File: src/ti_loader_pkg.sv
// Loader register window definitions
// Window address bit, keyboard matrix size and readback select
// Imported by the loader register block and top level
package ti_loader_pkg;

  typedef logic [31:0] loader_addr_t;  // Loader byte address

  localparam int LOADER_WINDOW_BIT = 24;  // Set for register accesses

  // Keyboard matrix
  localparam int KEY_ROWS  = 8;
  localparam int KEY_ROW_W = 3;   // Row index width

  localparam logic [7:0] KEY_UP_ROW      = 8'hFF;  // All keys released
  localparam logic [7:0] RESET_CTRL_INIT = 8'hFF;  // Bit 0 high, CPU runs

  // Readback register of a loader read
  typedef enum logic [3:0] {
    LR_KEY_ROW,     // 000..007
    LR_RESET_CTRL,  // 008..009
    LR_IR_HI,       // 00A
    LR_IR_LO,
    LR_PC_HI,       // 00C
    LR_PC_LO,
    LR_PC2_HI,      // 00E
    LR_PC2_LO,
    LR_NONE         // Reads as zero
  } loader_reg_e;

endpackage

File: src/ti_bus_pkg.sv
// CPU bus side definitions of the console glue
// Word types, memory map pages and external memory layout
// Imported by the decoder, address mapper and top level
package ti_bus_pkg;

  typedef logic [15:0] cpu_word_t;   // CPU address or data word
  typedef logic [22:0] xaddr_t;      // External memory word address
  typedef logic [19:0] grom_addr_t;  // GROM address counter
  typedef logic [7:0]  byte_t;
  typedef logic [7:0]  cart_page_t;  // Cartridge bank number

  // Region of a CPU address
  typedef enum logic [3:0] {
    REG_ROM,       // 0000..1FFF console ROM
    REG_LOW_RAM,   // 2000..3FFF
    REG_CART,      // 6000..7FFF cartridge
    REG_SCRATCH,   // 8000..83FF scratchpad
    REG_SOUND,     // 84xx
    REG_VDP_RD,    // 88xx
    REG_VDP_WR,    // 8Cxx
    REG_GROM_RD,   // 98xx
    REG_GROM_WR,   // 9Cxx
    REG_HIGH_RAM,  // A000..FFFF
    REG_OTHER
  } mem_region_e;

  // ------------------------------------------------------------------
  // Memory mapped device pages, high address byte
  // ------------------------------------------------------------------
  localparam byte_t SOUND_PAGE   = 8'h84;
  localparam byte_t VDP_RD_PAGE  = 8'h88;
  localparam byte_t VDP_WR_PAGE  = 8'h8C;
  localparam byte_t GROM_RD_PAGE = 8'h98;
  localparam byte_t GROM_WR_PAGE = 8'h9C;

  // ------------------------------------------------------------------
  // External memory layout, word addresses
  // ------------------------------------------------------------------
  localparam xaddr_t GROM_XBASE = 23'h00_8000;  // Upper byte 01h
  localparam xaddr_t CART_XBASE = 23'h10_0000;  // Upper bits 001b, 256 banks of 8K
  localparam xaddr_t CPU_XBASE  = 23'h00_0000;  // CPU space at the bottom

  // GROM port read with no GROM behind it
  localparam cpu_word_t OPEN_BUS_WORD = 16'hFF00;

endpackage
File: src/ti_glue_top.sv
// Bus glue of the console, CPU side
// Connects the decoder, address mapper, ready logic and loader window
module ti_glue_top import ti_bus_pkg::*, ti_loader_pkg::*; (
  input  logic                 clk,
  input  logic                 cpu_reset,
  // CPU bus
  input  cpu_word_t            ab_i,
  input  logic                 rd_i,
  input  logic                 wr_i,
  output cpu_word_t            db_in_o,
  output logic                 cpu_ready_o,
  // GROM controller, VDP and memory
  input  logic                 grom_selected_i,
  input  logic                 grom_reg_out_i,
  input  grom_addr_t           grom_addr_i,
  input  byte_t                grom_data_i,
  input  cpu_word_t            vdp_data_i,
  input  cpu_word_t            xram_data_i,
  input  logic                 mem_rd_ack_i,
  input  logic                 mem_wr_ack_i,
  input  logic                 vdp_rd_ack_i,
  input  logic                 vdp_wr_ack_i,
  output mem_region_e          region_o,
  output logic                 cart_cs_o,
  output logic                 xram_ce_o,
  output logic                 vdp_ce_o,
  output logic                 vdp_rd_o,
  output logic                 vdp_wr_o,
  output logic                 grom_rd_o,
  output logic                 grom_wr_o,
  output logic                 sound_wr_o,
  output logic                 mem_rd_rq_o,
  output logic                 mem_wr_rq_o,
  output logic                 mem_active_n_o,
  output cart_page_t           cart_page_o,
  output xaddr_t               xaddr_o,
  // Loader port
  input  loader_addr_t         loader_addr_i,
  input  logic                 loader_rd_rq_i,
  input  logic                 loader_wr_rq_i,
  input  byte_t                loader_wdata_i,
  output byte_t                loader_rdata_o,
  output logic                 loader_rd_ack_o,
  output logic                 loader_wr_ack_o,
  // CPU history, reset and keyboard
  input  cpu_word_t            cpu_ir_i,
  input  cpu_word_t            cpu_ir_pc_i,
  input  cpu_word_t            cpu_ir_pc2_i,
  input  logic                 reset_switch_n_i,
  input  logic [KEY_ROW_W-1:0] key_row_sel_i,
  input  byte_t                ps2_keyline_i,
  output logic                 cpu_hold_o,
  output logic                 cpu_reset_req_o,
  output byte_t                key_cols_o
);

  bus_decoder u_dec (.*);

  // Bank load and address choice use the decoder outputs
  xaddr_mapper u_xmap (.*, .cart_cs_i(cart_cs_o), .mem_wr_rq_i(mem_wr_rq_o));

  ready_ctrl u_rdy (.*, .xram_ce_i(xram_ce_o), .vdp_ce_i(vdp_ce_o));

  loader_regs u_ldr (.*);

endmodule

File: src/loader_regs.sv
// Loader register window at loader address bit 24
// Keyboard matrix rows, CPU reset control and CPU history readback
// Also merges the scanned key row with the PS/2 key line
module loader_regs import ti_bus_pkg::*, ti_loader_pkg::*; (
  input  logic                 clk,
  input  logic                 cpu_reset,
  input  loader_addr_t         loader_addr_i,
  input  logic                 loader_rd_rq_i,   // Held until ack
  input  logic                 loader_wr_rq_i,
  input  byte_t                loader_wdata_i,
  input  cpu_word_t            cpu_ir_i,         // Instruction register
  input  cpu_word_t            cpu_ir_pc_i,      // PC at that instruction
  input  cpu_word_t            cpu_ir_pc2_i,     // Previous PC
  input  logic                 reset_switch_n_i,
  input  logic [KEY_ROW_W-1:0] key_row_sel_i,    // Row scanned by the 9901
  input  byte_t                ps2_keyline_i,
  output byte_t                loader_rdata_o,
  output logic                 loader_rd_ack_o,
  output logic                 loader_wr_ack_o,
  output logic                 cpu_hold_o,
  output logic                 cpu_reset_req_o,
  output byte_t                key_cols_o
);

  byte_t       key_rows [KEY_ROWS];  // Active low with one bit per key
  byte_t       reset_ctrl;           // Bit 0 low holds the CPU in reset
  logic        window;
  logic        idle;
  logic        wr_take, rd_take;
  loader_reg_e rd_sel;
  byte_t       rd_byte;

  assign window  = loader_addr_i[LOADER_WINDOW_BIT];
  assign idle    = !loader_rd_ack_o && !loader_wr_ack_o;  // One ack per request
  assign wr_take = loader_wr_rq_i && window && idle;
  assign rd_take = loader_rd_rq_i && window && idle && !loader_wr_rq_i;

  // ------------------------------------------------------------------
  // Read select and readback byte
  // ------------------------------------------------------------------
  always_comb begin
    if (loader_addr_i[11:4] != 8'h00) begin
      rd_sel = LR_NONE;
    end else if (!loader_addr_i[3]) begin
      rd_sel = LR_KEY_ROW;     // 000..007
    end else begin
      case (loader_addr_i[2:0])
        3'd0, 3'd1: rd_sel = LR_RESET_CTRL;
        3'd2:       rd_sel = LR_IR_HI;
        3'd3:       rd_sel = LR_IR_LO;
        3'd4:       rd_sel = LR_PC_HI;
        3'd5:       rd_sel = LR_PC_LO;
        3'd6:       rd_sel = LR_PC2_HI;
        default:    rd_sel = LR_PC2_LO;
      endcase
    end
  end

  always_comb begin
    case (rd_sel)
      LR_KEY_ROW:    rd_byte = key_rows[loader_addr_i[KEY_ROW_W-1:0]];
      LR_RESET_CTRL: rd_byte = reset_ctrl;
      LR_IR_HI:      rd_byte = cpu_ir_i[15:8];
      LR_IR_LO:      rd_byte = cpu_ir_i[7:0];
      LR_PC_HI:      rd_byte = cpu_ir_pc_i[15:8];
      LR_PC_LO:      rd_byte = cpu_ir_pc_i[7:0];
      LR_PC2_HI:     rd_byte = cpu_ir_pc2_i[15:8];
      LR_PC2_LO:     rd_byte = cpu_ir_pc2_i[7:0];
      default:       rd_byte = '0;
    endcase
  end

  // Registers and acknowledges
  always_ff @(posedge clk) begin
    if (cpu_reset) begin
      for (int i = 0; i < KEY_ROWS; i++) begin
        key_rows[i] <= KEY_UP_ROW;
      end
      reset_ctrl      <= RESET_CTRL_INIT;
      loader_rd_ack_o <= 1'b0;
      loader_wr_ack_o <= 1'b0;
    end else begin
      loader_wr_ack_o <= wr_take;  // Pulse after the sampled request
      loader_rd_ack_o <= rd_take;
      if (wr_take) begin
        case (loader_addr_i[4:3])
          2'b00:   key_rows[loader_addr_i[KEY_ROW_W-1:0]] <= loader_wdata_i;
          2'b01:   reset_ctrl <= loader_wdata_i;
          default: ;  // Acked but nothing stored
        endcase
      end
    end
  end

  always_ff @(posedge clk) begin
    if (rd_take) begin
      loader_rdata_o <= rd_byte;  // Valid with the read ack
    end
  end

  // ------------------------------------------------------------------
  // Outputs to the CPU and the 9901
  // ------------------------------------------------------------------
  assign cpu_hold_o      = loader_rd_rq_i || loader_wr_rq_i;
  assign cpu_reset_req_o = !reset_switch_n_i || !reset_ctrl[0];
  assign key_cols_o      = key_rows[key_row_sel_i] & ps2_keyline_i;  // Low = pressed

  a_ack_excl: assert property (@(posedge clk) disable iff (cpu_reset)
    !(loader_rd_ack_o && loader_wr_ack_o));

endmodule

File: src/ready_ctrl.sv
// CPU ready generation
// Ready follows the acknowledge of the selected target and is held
// until the CPU ends the bus cycle, so short acks are not lost
module ready_ctrl (
  input  logic clk,
  input  logic cpu_reset,
  input  logic rd_i,
  input  logic wr_i,
  input  logic xram_ce_i,
  input  logic vdp_ce_i,
  input  logic mem_rd_ack_i,
  input  logic mem_wr_ack_i,
  input  logic vdp_rd_ack_i,
  input  logic vdp_wr_ack_i,
  output logic cpu_ready_o
);

  logic ready_now;  // Ack from the selected target this cycle
  logic held;       // Ack seen earlier in this bus cycle

  assign ready_now = (xram_ce_i && (mem_rd_ack_i || mem_wr_ack_i)) ||
                     (vdp_ce_i && (vdp_rd_ack_i || vdp_wr_ack_i));

  always_ff @(posedge clk) begin
    if (cpu_reset) begin
      held <= 1'b0;
    end else if (!rd_i && !wr_i) begin
      held <= 1'b0;              // Bus cycle over
    end else if (ready_now) begin
      held <= 1'b1;
    end
  end

  assign cpu_ready_o = ready_now || held;  // Same cycle as the ack

  // Ready only inside a bus cycle or in the cycle right after it
  a_ready_in_cycle: assert property (@(posedge clk) disable iff (cpu_reset)
    cpu_ready_o && !(rd_i || wr_i) |-> $past(rd_i || wr_i));

endmodule

File: src/xaddr_mapper.sv
// Maps CPU and GROM addresses onto the external memory word address
// Holds the cartridge bank, written through the address bus
// on any write to cartridge space (Extended Basic style)
module xaddr_mapper import ti_bus_pkg::*; (
  input  logic       clk,
  input  logic       cpu_reset,
  input  cpu_word_t  ab_i,
  input  logic       cart_cs_i,
  input  logic       mem_wr_rq_i,      // First cycle of a CPU write
  input  logic       grom_selected_i,
  input  grom_addr_t grom_addr_i,
  output cart_page_t cart_page_o,
  output xaddr_t     xaddr_o
);

  xaddr_t grom_xaddr, cart_xaddr, cpu_xaddr;

  // Bank register loads from address bits and not from data
  always_ff @(posedge clk) begin
    if (cpu_reset) begin
      cart_page_o <= '0;
    end else if (mem_wr_rq_i && cart_cs_i) begin
      cart_page_o <= ab_i[8:1];
    end
  end

  // ------------------------------------------------------------------
  // Address candidates on bases with clear low bits
  // ------------------------------------------------------------------
  assign grom_xaddr = GROM_XBASE | {8'h00, grom_addr_i[15:1]};
  assign cart_xaddr = CART_XBASE | {3'b000, cart_page_o, ab_i[12:1]};
  assign cpu_xaddr  = CPU_XBASE | {8'h00, ab_i[15:1]};

  always_comb begin
    if (grom_selected_i)
      xaddr_o = grom_xaddr;  // GROM wins over CPU space
    else if (cart_cs_i)
      xaddr_o = cart_xaddr;
    else
      xaddr_o = cpu_xaddr;
  end

  // GROM fetches land in the GROM image
  a_grom_base: assert property (@(posedge clk) disable iff (cpu_reset)
    grom_selected_i |-> xaddr_o[22:15] == GROM_XBASE[22:15]);

endmodule

File: src/bus_decoder.sv
// CPU memory map decode for the console
// Gives chip selects, device strobes, memory requests and the read word
// Strobes on writes fire once, in the first cycle of the CPU bus cycle
module bus_decoder import ti_bus_pkg::*; (
  input  logic        clk,
  input  logic        cpu_reset,
  input  cpu_word_t   ab_i,             // CPU address
  input  logic        rd_i,
  input  logic        wr_i,
  input  logic        grom_selected_i,  // GROM data comes from memory
  input  logic        grom_reg_out_i,   // GROM controller register read
  input  grom_addr_t  grom_addr_i,
  input  byte_t       grom_data_i,
  input  cpu_word_t   vdp_data_i,
  input  cpu_word_t   xram_data_i,
  output mem_region_e region_o,
  output logic        cart_cs_o,
  output logic        xram_ce_o,
  output logic        vdp_ce_o,
  output logic        vdp_rd_o,
  output logic        vdp_wr_o,
  output logic        grom_rd_o,
  output logic        grom_wr_o,
  output logic        sound_wr_o,
  output logic        mem_rd_rq_o,
  output logic        mem_wr_rq_o,
  output logic        mem_active_n_o,
  output cpu_word_t   db_in_o           // Read word to the CPU
);

  byte_t page;          // High address byte
  logic  rd_q, wr_q;    // Bus levels of the previous cycle
  logic  rd_rise, wr_rise;

  assign page = ab_i[15:8];

  // ------------------------------------------------------------------
  // Region decode
  // ------------------------------------------------------------------
  always_comb begin
    casez (page)
      8'b000?_????: region_o = REG_ROM;
      8'b001?_????: region_o = REG_LOW_RAM;
      8'b011?_????: region_o = REG_CART;
      8'b1000_00??: region_o = REG_SCRATCH;
      SOUND_PAGE:   region_o = REG_SOUND;
      VDP_RD_PAGE:  region_o = REG_VDP_RD;
      VDP_WR_PAGE:  region_o = REG_VDP_WR;
      GROM_RD_PAGE: region_o = REG_GROM_RD;
      GROM_WR_PAGE: region_o = REG_GROM_WR;
      8'b101?_????, 8'b11??_????: region_o = REG_HIGH_RAM;  // A000..FFFF
      default:      region_o = REG_OTHER;
    endcase
  end

  // External memory select, ROM and cartridge are write protected
  always_comb begin
    case (region_o)
      REG_ROM, REG_CART:                      xram_ce_o = !wr_i;
      REG_LOW_RAM, REG_SCRATCH, REG_HIGH_RAM: xram_ce_o = 1'b1;
      REG_GROM_RD:                            xram_ce_o = !ab_i[1];  // GROM data port only
      default:                                xram_ce_o = 1'b0;
    endcase
  end

  assign cart_cs_o = (region_o == REG_CART);
  assign vdp_ce_o  = (region_o == REG_VDP_RD && rd_i) || (region_o == REG_VDP_WR && wr_i);

  // ------------------------------------------------------------------
  // Strobes
  // ------------------------------------------------------------------
  always_ff @(posedge clk) begin
    if (cpu_reset) begin
      rd_q <= 1'b0;
      wr_q <= 1'b0;
    end else begin
      rd_q <= rd_i;
      wr_q <= wr_i;
    end
  end

  assign rd_rise = rd_i && !rd_q;  // First cycle of a read
  assign wr_rise = wr_i && !wr_q;

  assign vdp_rd_o   = rd_i && (region_o == REG_VDP_RD);   // Level
  assign grom_rd_o  = rd_i && (region_o == REG_GROM_RD);  // Level
  assign vdp_wr_o   = wr_rise && (region_o == REG_VDP_WR);
  assign grom_wr_o  = wr_rise && (region_o == REG_GROM_WR);
  assign sound_wr_o = wr_rise && (region_o == REG_SOUND);

  assign mem_rd_rq_o    = rd_rise;
  assign mem_wr_rq_o    = wr_rise;
  assign mem_active_n_o = !((rd_i || wr_i) && (xram_ce_o || grom_selected_i));

  // Read word, in priority order
  always_comb begin
    if (vdp_rd_o)
      db_in_o = vdp_data_i;
    else if (grom_reg_out_i)
      db_in_o = {grom_data_i, 8'h00};      // GROM address readback
    else if (grom_selected_i && grom_addr_i[0])
      db_in_o = {xram_data_i[7:0], 8'h00}; // Odd GROM byte
    else if (grom_selected_i)
      db_in_o = {xram_data_i[15:8], 8'h00};
    else if (region_o == REG_GROM_RD)
      db_in_o = OPEN_BUS_WORD;             // No GROM at this address
    else if (xram_ce_o)
      db_in_o = xram_data_i;
    else
      db_in_o = '0;
  end

  // VDP reads never reach external memory
  a_vdp_xram_excl: assert property (@(posedge clk) disable iff (cpu_reset)
    !(vdp_rd_o && xram_ce_o));

endmodule

File: config.mk
export PLATFORM = sky130hd
export DESIGN_NAME = ti_glue_top
export DESIGN_NICKNAME = d
export VERILOG_FILES = /design/src/ti_loader_pkg.sv /design/src/ti_bus_pkg.sv /design/src/ti_glue_top.sv /design/src/loader_regs.sv /design/src/ready_ctrl.sv /design/src/xaddr_mapper.sv /design/src/bus_decoder.sv
export SDC_FILE = /design/constraint.sdc
export NUM_CORES = 1
export LEC_CHECK = 0
export BUFFER_PORTS_ARGS = -buffer_cell sky130_fd_sc_hd__buf_2
export CORE_MARGIN = 4
export CORE_UTILIZATION = 40
export DETAILED_ROUTE_END_ITERATION = 8
export PLACE_DENSITY = 0.73
export SYNTH_ARGS = -nofsm -noshare
export SYNTH_HDL_FRONTEND = slang
export SYNTH_SLANG_ARGS = --single-unit
File: constraint.sdc
create_clock -name clk -period 4.1 [get_ports clk]
set_input_delay 0.82 -clock clk [delete_from_list [all_inputs] [get_ports clk]]
set_output_delay 0.82 -clock clk [all_outputs]
set_load 0.03 [all_outputs]
==> metrics <==
Placer Congestion 0.915; Cells after Synth 588; final hold violations 0; synth warn 0; ranking of synthesized cells by area edfxtp_1 (36%), mux4_2 (7.4%), dfxtp_1 (6.9%), mux2i_1 (6.8%), or2_2 (5.3%); peak supply drop 0.000178 V; I/O pin count 271; CTS H-tree lvls 3; Filler Cells Inserted 1324; Post-DP Area 7420 um^2; area grow syn2layout 27.0%; leak pwr 3.20 nW; Starting Density 41.3%; met3 GRT Util 4.55%; Synth area leader edfxtp_1; first-pass GRT wire length 31500 um; type of the worst min-delay path flip-flop to flip-flop; max_cap viols 0; vias 5782; DP Wirelength 15900 um; n_diodes 0; CP required 3280 ps; Finished Cell Area 7720 um^2; Detailed Routing Iterations Pass 1 5; CTS tree done; floorplan row count 44; Distinct cells, synth 64; Total Wirelength 20500 um; post-cts gate resize count 0; PwrDens 307 nW/um^2; Die ar. 17200 um^2; syn_area_per_cell 10.3 um^2; mux cell area share after synthesis 18.2%; Crit Path Max Fanout 10; Chip Height 131 um; Num CTS Buffers 9; WL per Instance 20.5 um; Yosys top cell area share 35.6%; Post-Synth Adder-Cell Area 0%; WS Path Type primary input to output pin; cts hold-fix bufs 0; status complete, no violations; total gr overflow 0; unrepaired setup endpoints after global routing false; critical path arrival 2830 ps; clk_lat worst skew 350 ps; Max Clock Skew 8.86 ps; antenna-violating nets left 0; Post-CTS Setup Inserts 0; timing-limited maximum frequency 274 MHz; # clock sinks 93; simple-gate share of the synthesized area 18.3%; core area 14700 um^2; worst slew pin tran 673 ps; Avg Vias per Cell 5.78; vias in the first global route 5859; crit share post-route 89.0%; post-synthesis xor/xnor area fraction 0.144%; clk buf depth 2; CP endpoint kind output pin; Post-synth ARST share 0%; # DRC 0; Seq/Total Area, Yosys 42.5%; initial antenna violation count 1; DIE WIDTH 131 um; pin count of the biggest net entering global routing 32; R2R Path Start u_ldr.loader_rd_ack_o; routing usage on met2 38.9%; root buf cell clkbuf_16; flops & latches, synth 93; count of final max-slew check failures 0; Critical Path Start ab_i[10]; Global Route Usage Sum 23.1%; largest family of logic cells by synthesized area simple AND/OR/NAND/NOR gates; Post-synth EDFFs 72; Synth Cell Area 6080 um^2; hold wc startpoint u_ldr.reset_ctrl[3]; total power 2.37 mW; complex-gate fraction of the synthesized area 15.7%; ys flop type edfxtp_1; Iteration-0 DRC Markers 490; Final setup viols 0; register area 2580 um^2; nets 1000; relative slew slack 55.1%; share of layout cells above drive strength 1 45.8%; met1 usage 28.6%; Final min period 3650 ps; GRT busiest layer met2; I/O Buffers 244; area used by multi-input combinational logic 3200 um^2; CP Launch Type primary input; TNS Setup 0 ps; CTS clk-pin slew, worst paths 60 ps
-- power breakdown --
group          internal (mW)  leakage [nW]  switching, mW
clock                  0.477         0.143          0.356
combinational          0.192          2.27          0.299
sequential              1.03         0.784         0.0135
-- flip-flops by register name, summed over array words and instances (netlist names) --
signal / count
u_dec.rd_q: 1
u_dec.wr_q: 1
u_ldr.key_rows: 64
u_ldr.loader_rd_ack_o: 1
u_ldr.loader_rdata_o: 8
u_ldr.loader_wr_ack_o: 1
u_ldr.reset_ctrl: 8
u_rdy.held: 1
u_xmap.cart_page_o: 8
-- cells in the final DEF (no fill, tap or decap), drive strengths merged, types with 6 or more instances in the layout --
cell type    n
a211oi       9
a221oi       6
mux2i       41
clkbuf      10
dfxtp       21
a211o        9
nand3       22
a22o        19
or2         51
o22ai        9
buf        257
nor2b       14
edfxtp      72
mux2        22
nand2b      11
a21oi       18
o21ai       28
nor2        45
mux4        20
nand2       36
inv         24
-- synth_stat cells, types with 2 or more instances --
| library cell | instances |
|---|---|
| or4_1 | 2 |
| buf_1 | 5 |
| buf_2 | 8 |
| nand2_1 | 36 |
| o211ai_1 | 3 |
| a221oi_1 | 6 |
| clkbuf_1 | 25 |
| a22oi_1 | 2 |
| a221o_1 | 3 |
| or3b_2 | 2 |
| mux4_2 | 20 |
| or3_1 | 4 |
| a211oi_1 | 9 |
| a22o_1 | 19 |
| nand2b_1 | 11 |
| nor2b_1 | 14 |
| and2_1 | 3 |
| o32a_1 | 2 |
| o31ai_1 | 3 |
| o221ai_1 | 4 |
| a32oi_1 | 2 |
| buf_6 | 3 |
| mux2_2 | 22 |
| nor4_1 | 2 |
| clkinv_1 | 2 |
| dfxtp_1 | 21 |
| a211o_1 | 9 |
| and3_1 | 4 |
| nand3_1 | 22 |
| o21ai_0 | 26 |
| o21a_1 | 2 |
| or2_2 | 51 |
| edfxtp_1 | 72 |
| o22ai_1 | 9 |
| buf_4 | 4 |
| mux2i_1 | 41 |
| a31oi_1 | 4 |
| nor2_1 | 45 |
| inv_1 | 21 |
| nor3_1 | 4 |
| a21oi_1 | 18 |
-- per-stage QoR --
| stage | hold WS [ps] | worst slack, ps | instances | utilization [%] |
|---|---|---|---|---|
| 6_report | 465 | 451 | 1001 | 52.5 |
| 5_1_grt | 499 | 358 | 1001 | 52.5 |
| 4_1_cts | 467 | 470 | 1001 | 52.5 |
| 3_5_place_dp | 452 | 475 | 985 | 50.5 |
| 3_3_place_gp | 447 | 471 | 985 | 50.5 |
| 2_1_floorplan | 430 | 332 | 589 | - |
-- critical path: stages --
cell      delay [ps]
buf_2            160
or3_1            410
a221oi_1         300
buf_4            170
nor3b_2          470
a22o_1           270
buf_2            220
-- layout make-up --
cell class                      instances  share of cell area, %
Multi-Input combinational cell        427                   41.4
Sequential cell                        93                   33.5
Timing Repair Buffer                  257                   17.1
Tap cell                              184                   2.98
Clock buffer                           10                   2.97
Inverter                               24                   1.17
Clock inverter                          6                  0.892
-- layer usage --
| layer | part of all wire (%) | wire length (um) |
|---|---|---|
| met5 | 0.063 | 13 |
| met4 | 4.1 | 834 |
| met3 | 7.7 | 1570 |
| met2 | 49 | 10200 |
| met1 | 39 | 7960 |
-- kinds of logic after synthesis --
logic type             Yosys count
flip-flops                      93
XOR/XNOR                         1
AND/OR/NAND/NOR                209
other                            1
AO/OA/AOI/OAI                  132
multiplexers                    83
buffers and inverters           69
-- final timing paths --
check	to	slack, ps	cells after the start
max	db_in_o[0]	450	7
min	u_ldr.reset_ctrl[3]	460	1
max reg2reg	u_ldr.key_rows[0][2]	1540	5
min reg2reg	u_ldr.reset_ctrl[3]	460	1
(Power assumes the default switching activity.)
